`src/hdl/decodePkg.sv`:
```
package decodePkg;

	localparam int OP_W = 6;
	localparam int FUNCT_W = 6;
	localparam int REG_W = 5;
	localparam int EXC_W = 5;

	typedef enum logic [OP_W-1:0] {
		OP_SPECIAL = 6'b000000,
		OP_REGIMM = 6'b000001,
		OP_J = 6'b000010,
		OP_JAL = 6'b000011,
		OP_BEQ = 6'b000100,
		OP_BNE = 6'b000101,
		OP_BLEZ = 6'b000110,
		OP_BGTZ = 6'b000111,
		OP_ADDI = 6'b001000,
		OP_ADDIU = 6'b001001,
		OP_SLTI = 6'b001010,
		OP_SLTIU = 6'b001011,
		OP_ANDI = 6'b001100,
		OP_ORI = 6'b001101,
		OP_XORI = 6'b001110,
		OP_LUI = 6'b001111,
		OP_COP0 = 6'b010000,
		OP_LB = 6'b100000,
		OP_LH = 6'b100001,
		OP_LW = 6'b100011,
		OP_LBU = 6'b100100,
		OP_LHU = 6'b100101,
		OP_SB = 6'b101000,
		OP_SH = 6'b101001,
		OP_SW = 6'b101011
	} opcodeE;

	typedef enum logic [FUNCT_W-1:0] {
		FN_SLL = 6'b000000,
		FN_SRL = 6'b000010,
		FN_SRA = 6'b000011,
		FN_SLLV = 6'b000100,
		FN_SRLV = 6'b000110,
		FN_SRAV = 6'b000111,
		FN_JR = 6'b001000,
		FN_JALR = 6'b001001,
		FN_SYSCALL = 6'b001100,
		FN_BREAK = 6'b001101,
		FN_MFHI = 6'b010000,
		FN_MTHI = 6'b010001,
		FN_MFLO = 6'b010010,
		FN_MTLO = 6'b010011,
		FN_MULT = 6'b011000,
		FN_MULTU = 6'b011001,
		FN_DIV = 6'b011010,
		FN_DIVU = 6'b011011,
		FN_ADD = 6'b100000,
		FN_ADDU = 6'b100001,
		FN_SUB = 6'b100010,
		FN_SUBU = 6'b100011,
		FN_AND = 6'b100100,
		FN_OR = 6'b100101,
		FN_XOR = 6'b100110,
		FN_NOR = 6'b100111,
		FN_SLT = 6'b101010,
		FN_SLTU = 6'b101011
	} functE;

	// ERET lives under COP0 and reuses the MULT function code
	localparam functE FN_ERET = FN_MULT;

	typedef enum logic [REG_W-1:0] {
		RI_BLTZ = 5'b00000,
		RI_BGEZ = 5'b00001,
		RI_BLTZAL = 5'b10000,
		RI_BGEZAL = 5'b10001
	} regimmE;

	typedef enum logic [REG_W-1:0] {CP_MFC0 = 5'b00000, CP_MTC0 = 5'b00100} cop0RsE;

	typedef enum logic [3:0] {
		ALU_ADD = 4'd0, ALU_SUB = 4'd1, ALU_OR = 4'd2, ALU_AND = 4'd3,
		ALU_NOR = 4'd4, ALU_XOR = 4'd5, ALU_SLL = 4'd6, ALU_SRL = 4'd7,
		ALU_SRA = 4'd8, ALU_SLT = 4'd9, ALU_SLTU = 4'd10, ALU_ADDU = 4'd11,
		ALU_SUBU = 4'd12, ALU_NONE = 4'd15
	} aluOpE;

	typedef enum logic [1:0] {MD_MULTU, MD_MULT, MD_DIVU, MD_DIV} mulDivOpE;
	typedef enum logic [1:0] {EXT_ZERO, EXT_SIGN, EXT_UPPER} extOpE;
	typedef enum logic [2:0] {
		MEM_SB, MEM_SH, MEM_SW, MEM_LBU, MEM_LB, MEM_LHU, MEM_LH, MEM_LW
	} memSizeE;
	typedef enum logic [1:0] {HILO_LO, HILO_HI, HILO_BOTH} hiloWrSelE;
	typedef enum logic [1:0] {DEST_RT, DEST_RD, DEST_RA} destSelE;
	typedef enum logic [2:0] {
		WB_HILO, WB_IMM_UPPER, WB_ALU, WB_LINK, WB_MEM, WB_CP0
	} wbSrcE;
	typedef enum logic [1:0] {NPC_SEQ, NPC_BRANCH, NPC_JUMP, NPC_REG} npcOpE;
	typedef enum logic [1:0] {SIGN_ZERO, SIGN_POS, SIGN_NEG} signClassE;
	typedef enum logic [EXC_W-1:0] {
		EXC_NONE = 5'd0, EXC_SYS = 5'd8, EXC_BP = 5'd9, EXC_RI = 5'd10
	} excCodeE;

endpackage

```
`src/hdl/instrFieldsIf.sv`:
```
`timescale 1ns/1ns

interface instrFieldsIf import decodePkg::*; ();
	opcodeE op;
	functE funct;
	logic [REG_W-1:0] rs;
	logic [REG_W-1:0] rt; // Also the REGIMM branch selector

	modport src (
		output op,
		output funct,
		output rs,
		output rt
	);

	modport dec (
		input op,
		input funct,
		input rs,
		input rt
	);
endinterface

```
`src/hdl/branchUnit.sv`:
```
`timescale 1ns/1ns

module branchUnit import decodePkg::*; (
	instrFieldsIf.dec fields,
	input logic cmpEq,
	input signClassE cmpSign,
	output logic isBranch,
	output logic branchOrJr,
	output npcOpE npcOp
);
	typedef enum logic [2:0] {
		BC_NONE, BC_EQ, BC_NE, BC_GEZ, BC_LTZ, BC_LEZ, BC_GTZ
	} brCondE;

	typedef enum logic [1:0] {JK_NONE, JK_IMM, JK_REG} jumpKindE;

	brCondE brCond;
	jumpKindE jumpKind;
	logic taken;

	always_comb begin
		case (fields.op)
			OP_BEQ: brCond = BC_EQ;
			OP_BNE: brCond = BC_NE;
			OP_BLEZ: brCond = BC_LEZ;
			OP_BGTZ: brCond = BC_GTZ;
			OP_REGIMM: begin
				case (fields.rt)
					RI_BGEZ, RI_BGEZAL: brCond = BC_GEZ;
					RI_BLTZ, RI_BLTZAL: brCond = BC_LTZ;
					default: brCond = BC_NONE; // Unknown rt is not a branch
				endcase
			end
			default: brCond = BC_NONE;
		endcase
	end

	always_comb begin
		if (fields.op == OP_J || fields.op == OP_JAL)
			jumpKind = JK_IMM;
		else if (fields.op == OP_SPECIAL && fields.funct inside {FN_JR, FN_JALR})
			jumpKind = JK_REG;
		else
			jumpKind = JK_NONE;
	end

	// Comparator flags against the condition
	always_comb begin
		case (brCond)
			BC_EQ: taken = cmpEq;
			BC_NE: taken = !cmpEq;
			BC_GEZ: taken = (cmpSign != SIGN_NEG);
			BC_LTZ: taken = (cmpSign == SIGN_NEG);
			BC_LEZ: taken = (cmpSign != SIGN_POS);
			BC_GTZ: taken = (cmpSign == SIGN_POS);
			default: taken = 1'b0;
		endcase
	end

	assign isBranch = (brCond != BC_NONE) || (jumpKind != JK_NONE);
	assign branchOrJr = (brCond != BC_NONE) || (jumpKind == JK_REG);

	always_comb begin
		if (brCond != BC_NONE)
			npcOp = taken ? NPC_BRANCH : NPC_SEQ;
		else if (jumpKind == JK_IMM)
			npcOp = NPC_JUMP;
		else if (jumpKind == JK_REG)
			npcOp = NPC_REG;
		else
			npcOp = NPC_SEQ;
	end
endmodule

```
`src/hdl/exceptionDecode.sv`:
```
`timescale 1ns/1ns

module exceptionDecode import decodePkg::*; (
	input logic clk,
	input logic rst,
	instrFieldsIf.dec fields,
	input logic rfWr,
	input logic hiloWr,
	input logic dmWr,
	input logic branchOrJr,
	input logic prevException,
	input logic [EXC_W-1:0] prevExcCode,
	input logic ifFlush,
	output logic exception,
	output logic [EXC_W-1:0] excCode,
	output logic eretFlush,
	output logic cp0Wr
);
	logic resetShadow;
	logic isBreak;
	logic isSyscall;
	logic legal;

	// High during reset and for the first cycle after it
	always_ff @(posedge clk) begin
		if (!rst)
			resetShadow <= 1'b1;
		else
			resetShadow <= 1'b0;
	end

	assign isBreak = (fields.op == OP_SPECIAL) && (fields.funct == FN_BREAK);
	assign isSyscall = (fields.op == OP_SPECIAL) && (fields.funct == FN_SYSCALL);
	assign legal = rfWr || hiloWr || dmWr || isBreak || isSyscall || branchOrJr ||
		(fields.op inside {OP_COP0, OP_J, OP_JAL});

	assign eretFlush = (fields.op == OP_COP0) && (fields.funct == FN_ERET);
	assign cp0Wr = (fields.op == OP_COP0) && (fields.rs == CP_MTC0);

	always_comb begin
		exception = 1'b1;
		if (prevException)
			excCode = prevExcCode; // Older stage wins
		else if (!legal && !resetShadow && !ifFlush)
			excCode = EXC_RI;
		else if (isBreak)
			excCode = EXC_BP;
		else if (isSyscall)
			excCode = EXC_SYS;
		else begin
			exception = 1'b0;
			excCode = EXC_NONE;
		end
	end
endmodule

```
`src/hdl/execDecode.sv`:
```
`timescale 1ns/1ns

module execDecode import decodePkg::*; (
	instrFieldsIf.dec fields,
	output aluOpE aluOp,
	output logic shamtSel,
	output extOpE extOp,
	output mulDivOpE mulDivOp,
	output logic mulDivStart,
	output logic hiloWr,
	output hiloWrSelE hiloWrSel,
	output logic hiloRdHi,
	output logic hiloAccess
);
	logic isSpecial;

	assign isSpecial = (fields.op == OP_SPECIAL);
	assign shamtSel = isSpecial && (fields.funct inside {FN_SLL, FN_SRL, FN_SRA});

	always_comb begin
		aluOp = ALU_NONE;
		case (fields.op)
			OP_SPECIAL: begin
				case (fields.funct)
					FN_ADD: aluOp = ALU_ADD;
					FN_ADDU: aluOp = ALU_ADDU;
					FN_SUB: aluOp = ALU_SUB;
					FN_SUBU: aluOp = ALU_SUBU;
					FN_OR: aluOp = ALU_OR;
					FN_AND: aluOp = ALU_AND;
					FN_NOR: aluOp = ALU_NOR;
					FN_XOR: aluOp = ALU_XOR;
					FN_SLL, FN_SLLV: aluOp = ALU_SLL; // Shift source picked by shamtSel
					FN_SRL, FN_SRLV: aluOp = ALU_SRL;
					FN_SRA, FN_SRAV: aluOp = ALU_SRA;
					FN_SLT: aluOp = ALU_SLT;
					FN_SLTU: aluOp = ALU_SLTU;
					default: aluOp = ALU_NONE;
				endcase
			end
			OP_ADDI: aluOp = ALU_ADD;
			OP_ADDIU: aluOp = ALU_ADDU;
			OP_ORI: aluOp = ALU_OR;
			OP_ANDI: aluOp = ALU_AND;
			OP_XORI: aluOp = ALU_XOR;
			OP_SLTI: aluOp = ALU_SLT;
			OP_SLTIU: aluOp = ALU_SLTU;
			OP_LB, OP_LH, OP_LW, OP_LBU, OP_LHU, OP_SB, OP_SH, OP_SW: aluOp = ALU_ADD; // Address
			default: aluOp = ALU_NONE;
		endcase
	end

	always_comb begin
		case (fields.op)
			OP_ADDI, OP_ADDIU, OP_SLTI, OP_SLTIU: extOp = EXT_SIGN;
			OP_LB, OP_LH, OP_LW, OP_LBU, OP_LHU, OP_SB, OP_SH, OP_SW: extOp = EXT_SIGN;
			OP_LUI: extOp = EXT_UPPER;
			default: extOp = EXT_ZERO; // Logical immediates
		endcase
	end

	always_comb begin
		mulDivStart = 1'b0;
		hiloWr = 1'b0;
		hiloWrSel = HILO_LO;
		hiloRdHi = 1'b0;
		hiloAccess = 1'b0;
		if (isSpecial) begin
			case (fields.funct)
				FN_MULT, FN_MULTU, FN_DIV, FN_DIVU: begin
					mulDivStart = 1'b1;
					hiloWr = 1'b1;
					hiloWrSel = HILO_BOTH; // Result fills both halves
					hiloAccess = 1'b1;
				end
				FN_MTHI: begin
					hiloWr = 1'b1;
					hiloWrSel = HILO_HI;
					hiloAccess = 1'b1;
				end
				FN_MTLO: begin
					hiloWr = 1'b1;
					hiloAccess = 1'b1;
				end
				FN_MFHI: begin
					hiloRdHi = 1'b1;
					hiloAccess = 1'b1;
				end
				FN_MFLO: hiloAccess = 1'b1;
				default: hiloAccess = 1'b0;
			endcase
		end
	end

	always_comb begin
		case (fields.funct)
			FN_MULT: mulDivOp = MD_MULT;
			FN_DIVU: mulDivOp = MD_DIVU;
			FN_DIV: mulDivOp = MD_DIV;
			default: mulDivOp = MD_MULTU; // Ignored unless mulDivStart
		endcase
	end
endmodule

```
`src/hdl/idControl.sv`:
```
`timescale 1ns/1ns

module idControl import decodePkg::*; (
	input logic clk,
	input logic rst,
	input logic [OP_W-1:0] op,
	input logic [FUNCT_W-1:0] funct,
	input logic [REG_W-1:0] rs,
	input logic [REG_W-1:0] rt,
	input logic cmpEq,
	input logic [1:0] cmpSign,
	input logic prevException,
	input logic [EXC_W-1:0] prevExcCode,
	input logic ifFlush,
	output aluOpE aluOp,
	output logic shamtSel,
	output extOpE extOp,
	output mulDivOpE mulDivOp,
	output logic mulDivStart,
	output logic hiloWr,
	output hiloWrSelE hiloWrSel,
	output logic hiloRdHi,
	output logic hiloAccess,
	output logic dmRd,
	output logic dmWr,
	output memSizeE dmSize,
	output logic rfWr,
	output destSelE destSel,
	output wbSrcE wbSrc,
	output logic aluSrcImm,
	output logic cp0Rd,
	output logic isBranch,
	output logic branchOrJr,
	output npcOpE npcOp,
	output logic exception,
	output logic [EXC_W-1:0] excCode,
	output logic eretFlush,
	output logic cp0Wr
);
	instrFieldsIf fields ();

	// Source side of the field bundle
	assign fields.op = opcodeE'(op);
	assign fields.funct = functE'(funct);
	assign fields.rs = rs;
	assign fields.rt = rt;

	execDecode u_execDecode (
		.fields(fields.dec),
		.aluOp(aluOp),
		.shamtSel(shamtSel),
		.extOp(extOp),
		.mulDivOp(mulDivOp),
		.mulDivStart(mulDivStart),
		.hiloWr(hiloWr),
		.hiloWrSel(hiloWrSel),
		.hiloRdHi(hiloRdHi),
		.hiloAccess(hiloAccess)
	);

	memWbDecode u_memWbDecode (
		.fields(fields.dec),
		.dmRd(dmRd),
		.dmWr(dmWr),
		.dmSize(dmSize),
		.rfWr(rfWr),
		.destSel(destSel),
		.wbSrc(wbSrc),
		.aluSrcImm(aluSrcImm),
		.cp0Rd(cp0Rd)
	);

	branchUnit u_branchUnit (
		.fields(fields.dec),
		.cmpEq(cmpEq),
		.cmpSign(signClassE'(cmpSign)),
		.isBranch(isBranch),
		.branchOrJr(branchOrJr),
		.npcOp(npcOp)
	);

	exceptionDecode u_exceptionDecode (
		.clk(clk),
		.rst(rst),
		.fields(fields.dec),
		.rfWr(rfWr),
		.hiloWr(hiloWr),
		.dmWr(dmWr),
		.branchOrJr(branchOrJr),
		.prevException(prevException),
		.prevExcCode(prevExcCode),
		.ifFlush(ifFlush),
		.exception(exception),
		.excCode(excCode),
		.eretFlush(eretFlush),
		.cp0Wr(cp0Wr)
	);
endmodule

```
`src/hdl/memWbDecode.sv`:
```
`timescale 1ns/1ns

module memWbDecode import decodePkg::*; (
	instrFieldsIf.dec fields,
	output logic dmRd,
	output logic dmWr,
	output memSizeE dmSize,
	output logic rfWr,
	output destSelE destSel,
	output wbSrcE wbSrc,
	output logic aluSrcImm,
	output logic cp0Rd
);
	logic isLoad;
	logic isLinkRegimm;

	assign isLoad = fields.op inside {OP_LB, OP_LH, OP_LW, OP_LBU, OP_LHU};
	assign isLinkRegimm = (fields.op == OP_REGIMM) &&
		(fields.rt inside {RI_BLTZAL, RI_BGEZAL});

	assign dmRd = isLoad;
	assign dmWr = fields.op inside {OP_SB, OP_SH, OP_SW};
	assign cp0Rd = (fields.op == OP_COP0) && (fields.rs == CP_MFC0);
	assign aluSrcImm = (fields.op != OP_SPECIAL); // Second operand from the immediate

	always_comb begin
		case (fields.op)
			OP_SB: dmSize = MEM_SB;
			OP_SH: dmSize = MEM_SH;
			OP_SW: dmSize = MEM_SW;
			OP_LBU: dmSize = MEM_LBU;
			OP_LB: dmSize = MEM_LB;
			OP_LHU: dmSize = MEM_LHU;
			OP_LH: dmSize = MEM_LH;
			default: dmSize = MEM_LW;
		endcase
	end

	always_comb begin
		case (fields.op)
			OP_SPECIAL: rfWr = fields.funct inside {FN_ADD, FN_ADDU, FN_SUB, FN_SUBU,
				FN_OR, FN_AND, FN_NOR, FN_XOR, FN_SLL, FN_SLLV, FN_SRL, FN_SRLV,
				FN_SRA, FN_SRAV, FN_SLT, FN_SLTU, FN_JALR, FN_MFHI, FN_MFLO};
			OP_ADDI, OP_ADDIU, OP_SLTI, OP_SLTIU: rfWr = 1'b1;
			OP_ANDI, OP_ORI, OP_XORI, OP_LUI: rfWr = 1'b1;
			OP_REGIMM: rfWr = isLinkRegimm;
			OP_JAL: rfWr = 1'b1;
			OP_COP0: rfWr = cp0Rd;
			default: rfWr = isLoad;
		endcase
	end

	always_comb begin
		case (fields.op)
			OP_SPECIAL: destSel = DEST_RD;
			OP_REGIMM, OP_JAL: destSel = DEST_RA; // Links go to r31
			default: destSel = DEST_RT;
		endcase
	end

	always_comb begin
		wbSrc = WB_ALU;
		case (fields.op)
			OP_SPECIAL: begin
				if (fields.funct inside {FN_MFHI, FN_MFLO, FN_MULT, FN_MULTU, FN_DIV, FN_DIVU})
					wbSrc = WB_HILO;
				else if (fields.funct == FN_JALR)
					wbSrc = WB_LINK;
			end
			OP_REGIMM, OP_JAL: wbSrc = WB_LINK;
			OP_LUI: wbSrc = WB_IMM_UPPER;
			OP_COP0: wbSrc = cp0Rd ? WB_CP0 : WB_ALU;
			default: wbSrc = isLoad ? WB_MEM : WB_ALU;
		endcase
	end
endmodule

```
`config.mk`:
```
export PLATFORM = sky130hd
export DESIGN_NAME = idControl
export DESIGN_NICKNAME = d
export VERILOG_FILES = /design/src/hdl/decodePkg.sv /design/src/hdl/instrFieldsIf.sv /design/src/hdl/branchUnit.sv /design/src/hdl/exceptionDecode.sv /design/src/hdl/execDecode.sv /design/src/hdl/idControl.sv /design/src/hdl/memWbDecode.sv
export SDC_FILE = /design/constraint.sdc
export NUM_CORES = 1
export LEC_CHECK = 0
export BUFFER_PORTS_ARGS = -buffer_cell sky130_fd_sc_hd__buf_2
export CORE_MARGIN = 2
export CORE_UTILIZATION = 45
export DETAILED_ROUTE_END_ITERATION = 16
export PLACE_DENSITY = 0.84
export SYNTH_ARGS = -nofsm -noshare
export SYNTH_HDL_FRONTEND = slang
export SYNTH_SLANG_ARGS = --single-unit
```
`constraint.sdc`:
```
create_clock -name clk -period 3.76 [get_ports clk]
set_clock_uncertainty 0.05 [all_clocks]
set_input_delay 0.376 -clock clk [delete_from_list [all_inputs] [get_ports clk]]
set_output_delay 0.376 -clock clk [all_outputs]
set_load 0.05 [all_outputs]
```
==> summary.md <==
| Metric | Value |
|---|---|
| Status | `complete, no violations` |
| Combinational Power Share | `94.0%` |
| Placed Area | `1505 µm²` |
| Most flops, register | `u_exceptionDecode.resetShadow` |
| Yosys top cell by area | `nor2_1` |
| Routing usage on met2 | `40.08%` |
| Initial Util | `47.47%` |
| Hpwl dp | `2.860 mm` |
| Initial antenna violation count | `0` |
| GRT met3 Usage | `1.344%` |
| Die H | `55.13 µm` |
| Internal power | `67.73 µW` |
| Commonest cells post-synth | `nor2_1 (28), nand2_1 (17), a21oi_1 (14), clkbuf_1 (14), o21ai_0 (11)` |
| Ant. Diodes | `0` |
| Most Crowded Layer GR | `met2` |
| Initial DRC Count | `76` |
| Transition time of the tightest slew-check pin | `0.5285 ns` |
| EDFF count, synth | `0` |
| Synth top area cells | `nor2_1 (8.9%), a21oi_1 (6.0%), nand2_1 (5.4%)` |
| Max reg flops | `1` |
| Crit Path Category | `in -> out` |
| Area of the multi-input gates | `1041 µm²` |
| FMAX | `0.3406 GHz` |
| Yosys top cell area share | `8.936%` |
| PD cells | `128.3 nW/µm²` |
| CP startpoint kind | `input pin` |
| IO Pins | `74` |
| Post-layout instance area | `1505 µm²` |
| WL/cell | `12.72 µm` |
| DRT Wirelength | `3.662 mm` |
| Synth Warn # | `0` |
| Sw frac | `64.93%` |
| Total congestion overflow | `0` |
| Core Area | `2477 µm²` |
| CP Max Fanout | `20` |
| Layout fillers | `255` |
| Post-synth ARST share | `0%` |
| Sequential Power Share | `6.0%` |
| Most used flip-flop cell after synthesis | `dfxtp_1` |
| Pre-antenna DRT Iters | `5` |
| Total negative slack | `0 ns` |
| HP Class | `in -> reg` |
| Power Total | `193.1 µW` |
| Reg area | `20.02 µm²` |
| Arr. time, crit path | `2.51 ns` |
| Die area | `3039 µm²` |
| Required time of the critical path | `3.33 ns` |
| Final GP Congestion | `0.8527` |
| Area delta synth->final | `27.98%` |
| Routed vias/inst | `5.865` |
| # rows | `18` |
| Drc violations | `0` |
| DR vias | `1,689` |
| ANT nets after route | `0` |
| Final min period | `2.936 ns` |
| Leak Pwr | `0.7243 nW` |
| Largest net degree at the start of global routing | `24` |
| GRT Resource Usage Total | `23.38%` |
| Share of layout cells above drive strength 1 | `31.01%` |
| Vias in the first global route | `1,295` |
| Syn Area/Cell | `5.822 µm²` |
| Most frequent cell after synthesis | `nor2_1` |
| Mapped Area | `1176 µm²` |
| Die Wd | `55.13 µm` |
| Slew Limit Headroom | `64.27%` |
| Synth Register Bits | `1` |
| Final setup viols | `0` |
| Mapped Nets | `240` |
| CTS resizes | `0` |
| # port buffers | `73` |
| Final #Nets | `298` |
| Max cap viols | `0` |
| Final hold violations | `0` |
| Final Cycle Share | `78.08%` |
| # hold bufs at CTS | `0` |
| Syn Inst Count | `202` |
| CTS clock-pin slew for the worst setup and hold paths | `0 ns` |
| Largest registers | `u_exceptionDecode.resetShadow: 1 flops` |
| Post-CTS setup buffer count | `0` |
| Unrepaired setup endpoints after global routing | `false` |
| First-pass GRT wire length | `5.499 mm` |
| Clock power share | `0%` |
| Psw | `125.4 µW` |
| Worst IR Drop VDD | `0.09939 mV` |
| Final Max Tran Viols | `0` |
| Number of distinct library cells after synthesis | `53` |
| Sequential area share after synthesis | `1.702%` |
| Crit. End Element | `primary output` |
| Met1 usage | `33.28%` |
cells in the final DEF (no fill, tap or decap), drive strengths merged, types with 2 or more instances in the layout:
cell type | Yosys | final
buf | 3 | 73
nor2 | 28 | 28
nand2 | 17 | 17
a21oi | 15 | 15
o21ai | 11 | 11
inv | 10 | 10
nand3 | 10 | 10
nor2b | 8 | 8
nor3 | 7 | 7
nand2b | 6 | 6
and2 | 6 | 6
nor4 | 5 | 5
nand3b | 4 | 4
ha | 4 | 4
or3 | 4 | 4
o22ai | 3 | 3
o31ai | 3 | 3
a31oi | 3 | 3
and3 | 3 | 3
or4 | 3 | 3
a221oi | 2 | 2
or2 | 2 | 2
nand4 | 2 | 2
a211oi | 2 | 2
a32oi | 2 | 2
xnor2 | 2 | 2
o211ai | 2 | 2
a22oi | 2 | 2
power groups by stage:
stage	clock (mW)	sequential [mW]	combinational (mW)
floorplan	0	0.0115	0.136
global placement	0	0.0115	0.178
detailed placement	0	0.0115	0.180
CTS	0	0.0115	0.180
global route	0	0.0116	0.197
finish	0	0.0115	0.182
routing by layer:
metal / share of wire [%] / vias to the layer above
met5: 0 / -
met4: 0 / 0
met3: 8.2 / 0
met2: 48 / 81
met1: 43 / 753
li1: - / 855
stage by stage:
step	hold WS [ns]	instances	setup WS, ns	utilization (%)
after floorplan	0.3825	202	0.1535	-
after global placement	0.4733	288	0.8619	60.76
after detailed placement	0.4779	288	0.8282	60.76
after CTS	0.4788	288	0.8244	60.76
after global routing	0.5048	288	0.6853	60.76
final	0.4778	288	0.8240	60.76
worst paths after layout:
check,from,endpoint,slack [ns],cells past startpoint
worst min-delay path,rst,u_exceptionDecode.resetShadow,0.48,2
worst max-delay path,op[2],npcOp[0],0.82,8
cell families after synthesis:
logic type / Yosys count / synth area share, %
xor+xnor: 2 / 1.490
simple gates: 108 / 48.19
mux: 1 / 0.9574
compound gates: 58 / 33.62
buf+inv: 28 / 9.787
flops: 1 / 1.702
fa+ha+maj: 4 / 4.255
worst max-delay path: stages:
cell	delay, ns
buf_2	0.20
or4_4	0.59
or3_4	0.39
a22oi_2	0.15
nor3_1	0.05
or3_1	0.39
a21oi_2	0.10
buf_2	0.26
final cells by class:
| class | count | share of cell area [%] |
|---|---|---|
| inverters | 11 | 2.743 |
| repair buffers | 73 | 24.27 |
| multi-input cells | 173 | 69.16 |
| well taps | 30 | 2.494 |
| flip-flops and latches | 1 | 1.330 |
Note: power is estimated with default switching activity, not from simulation.
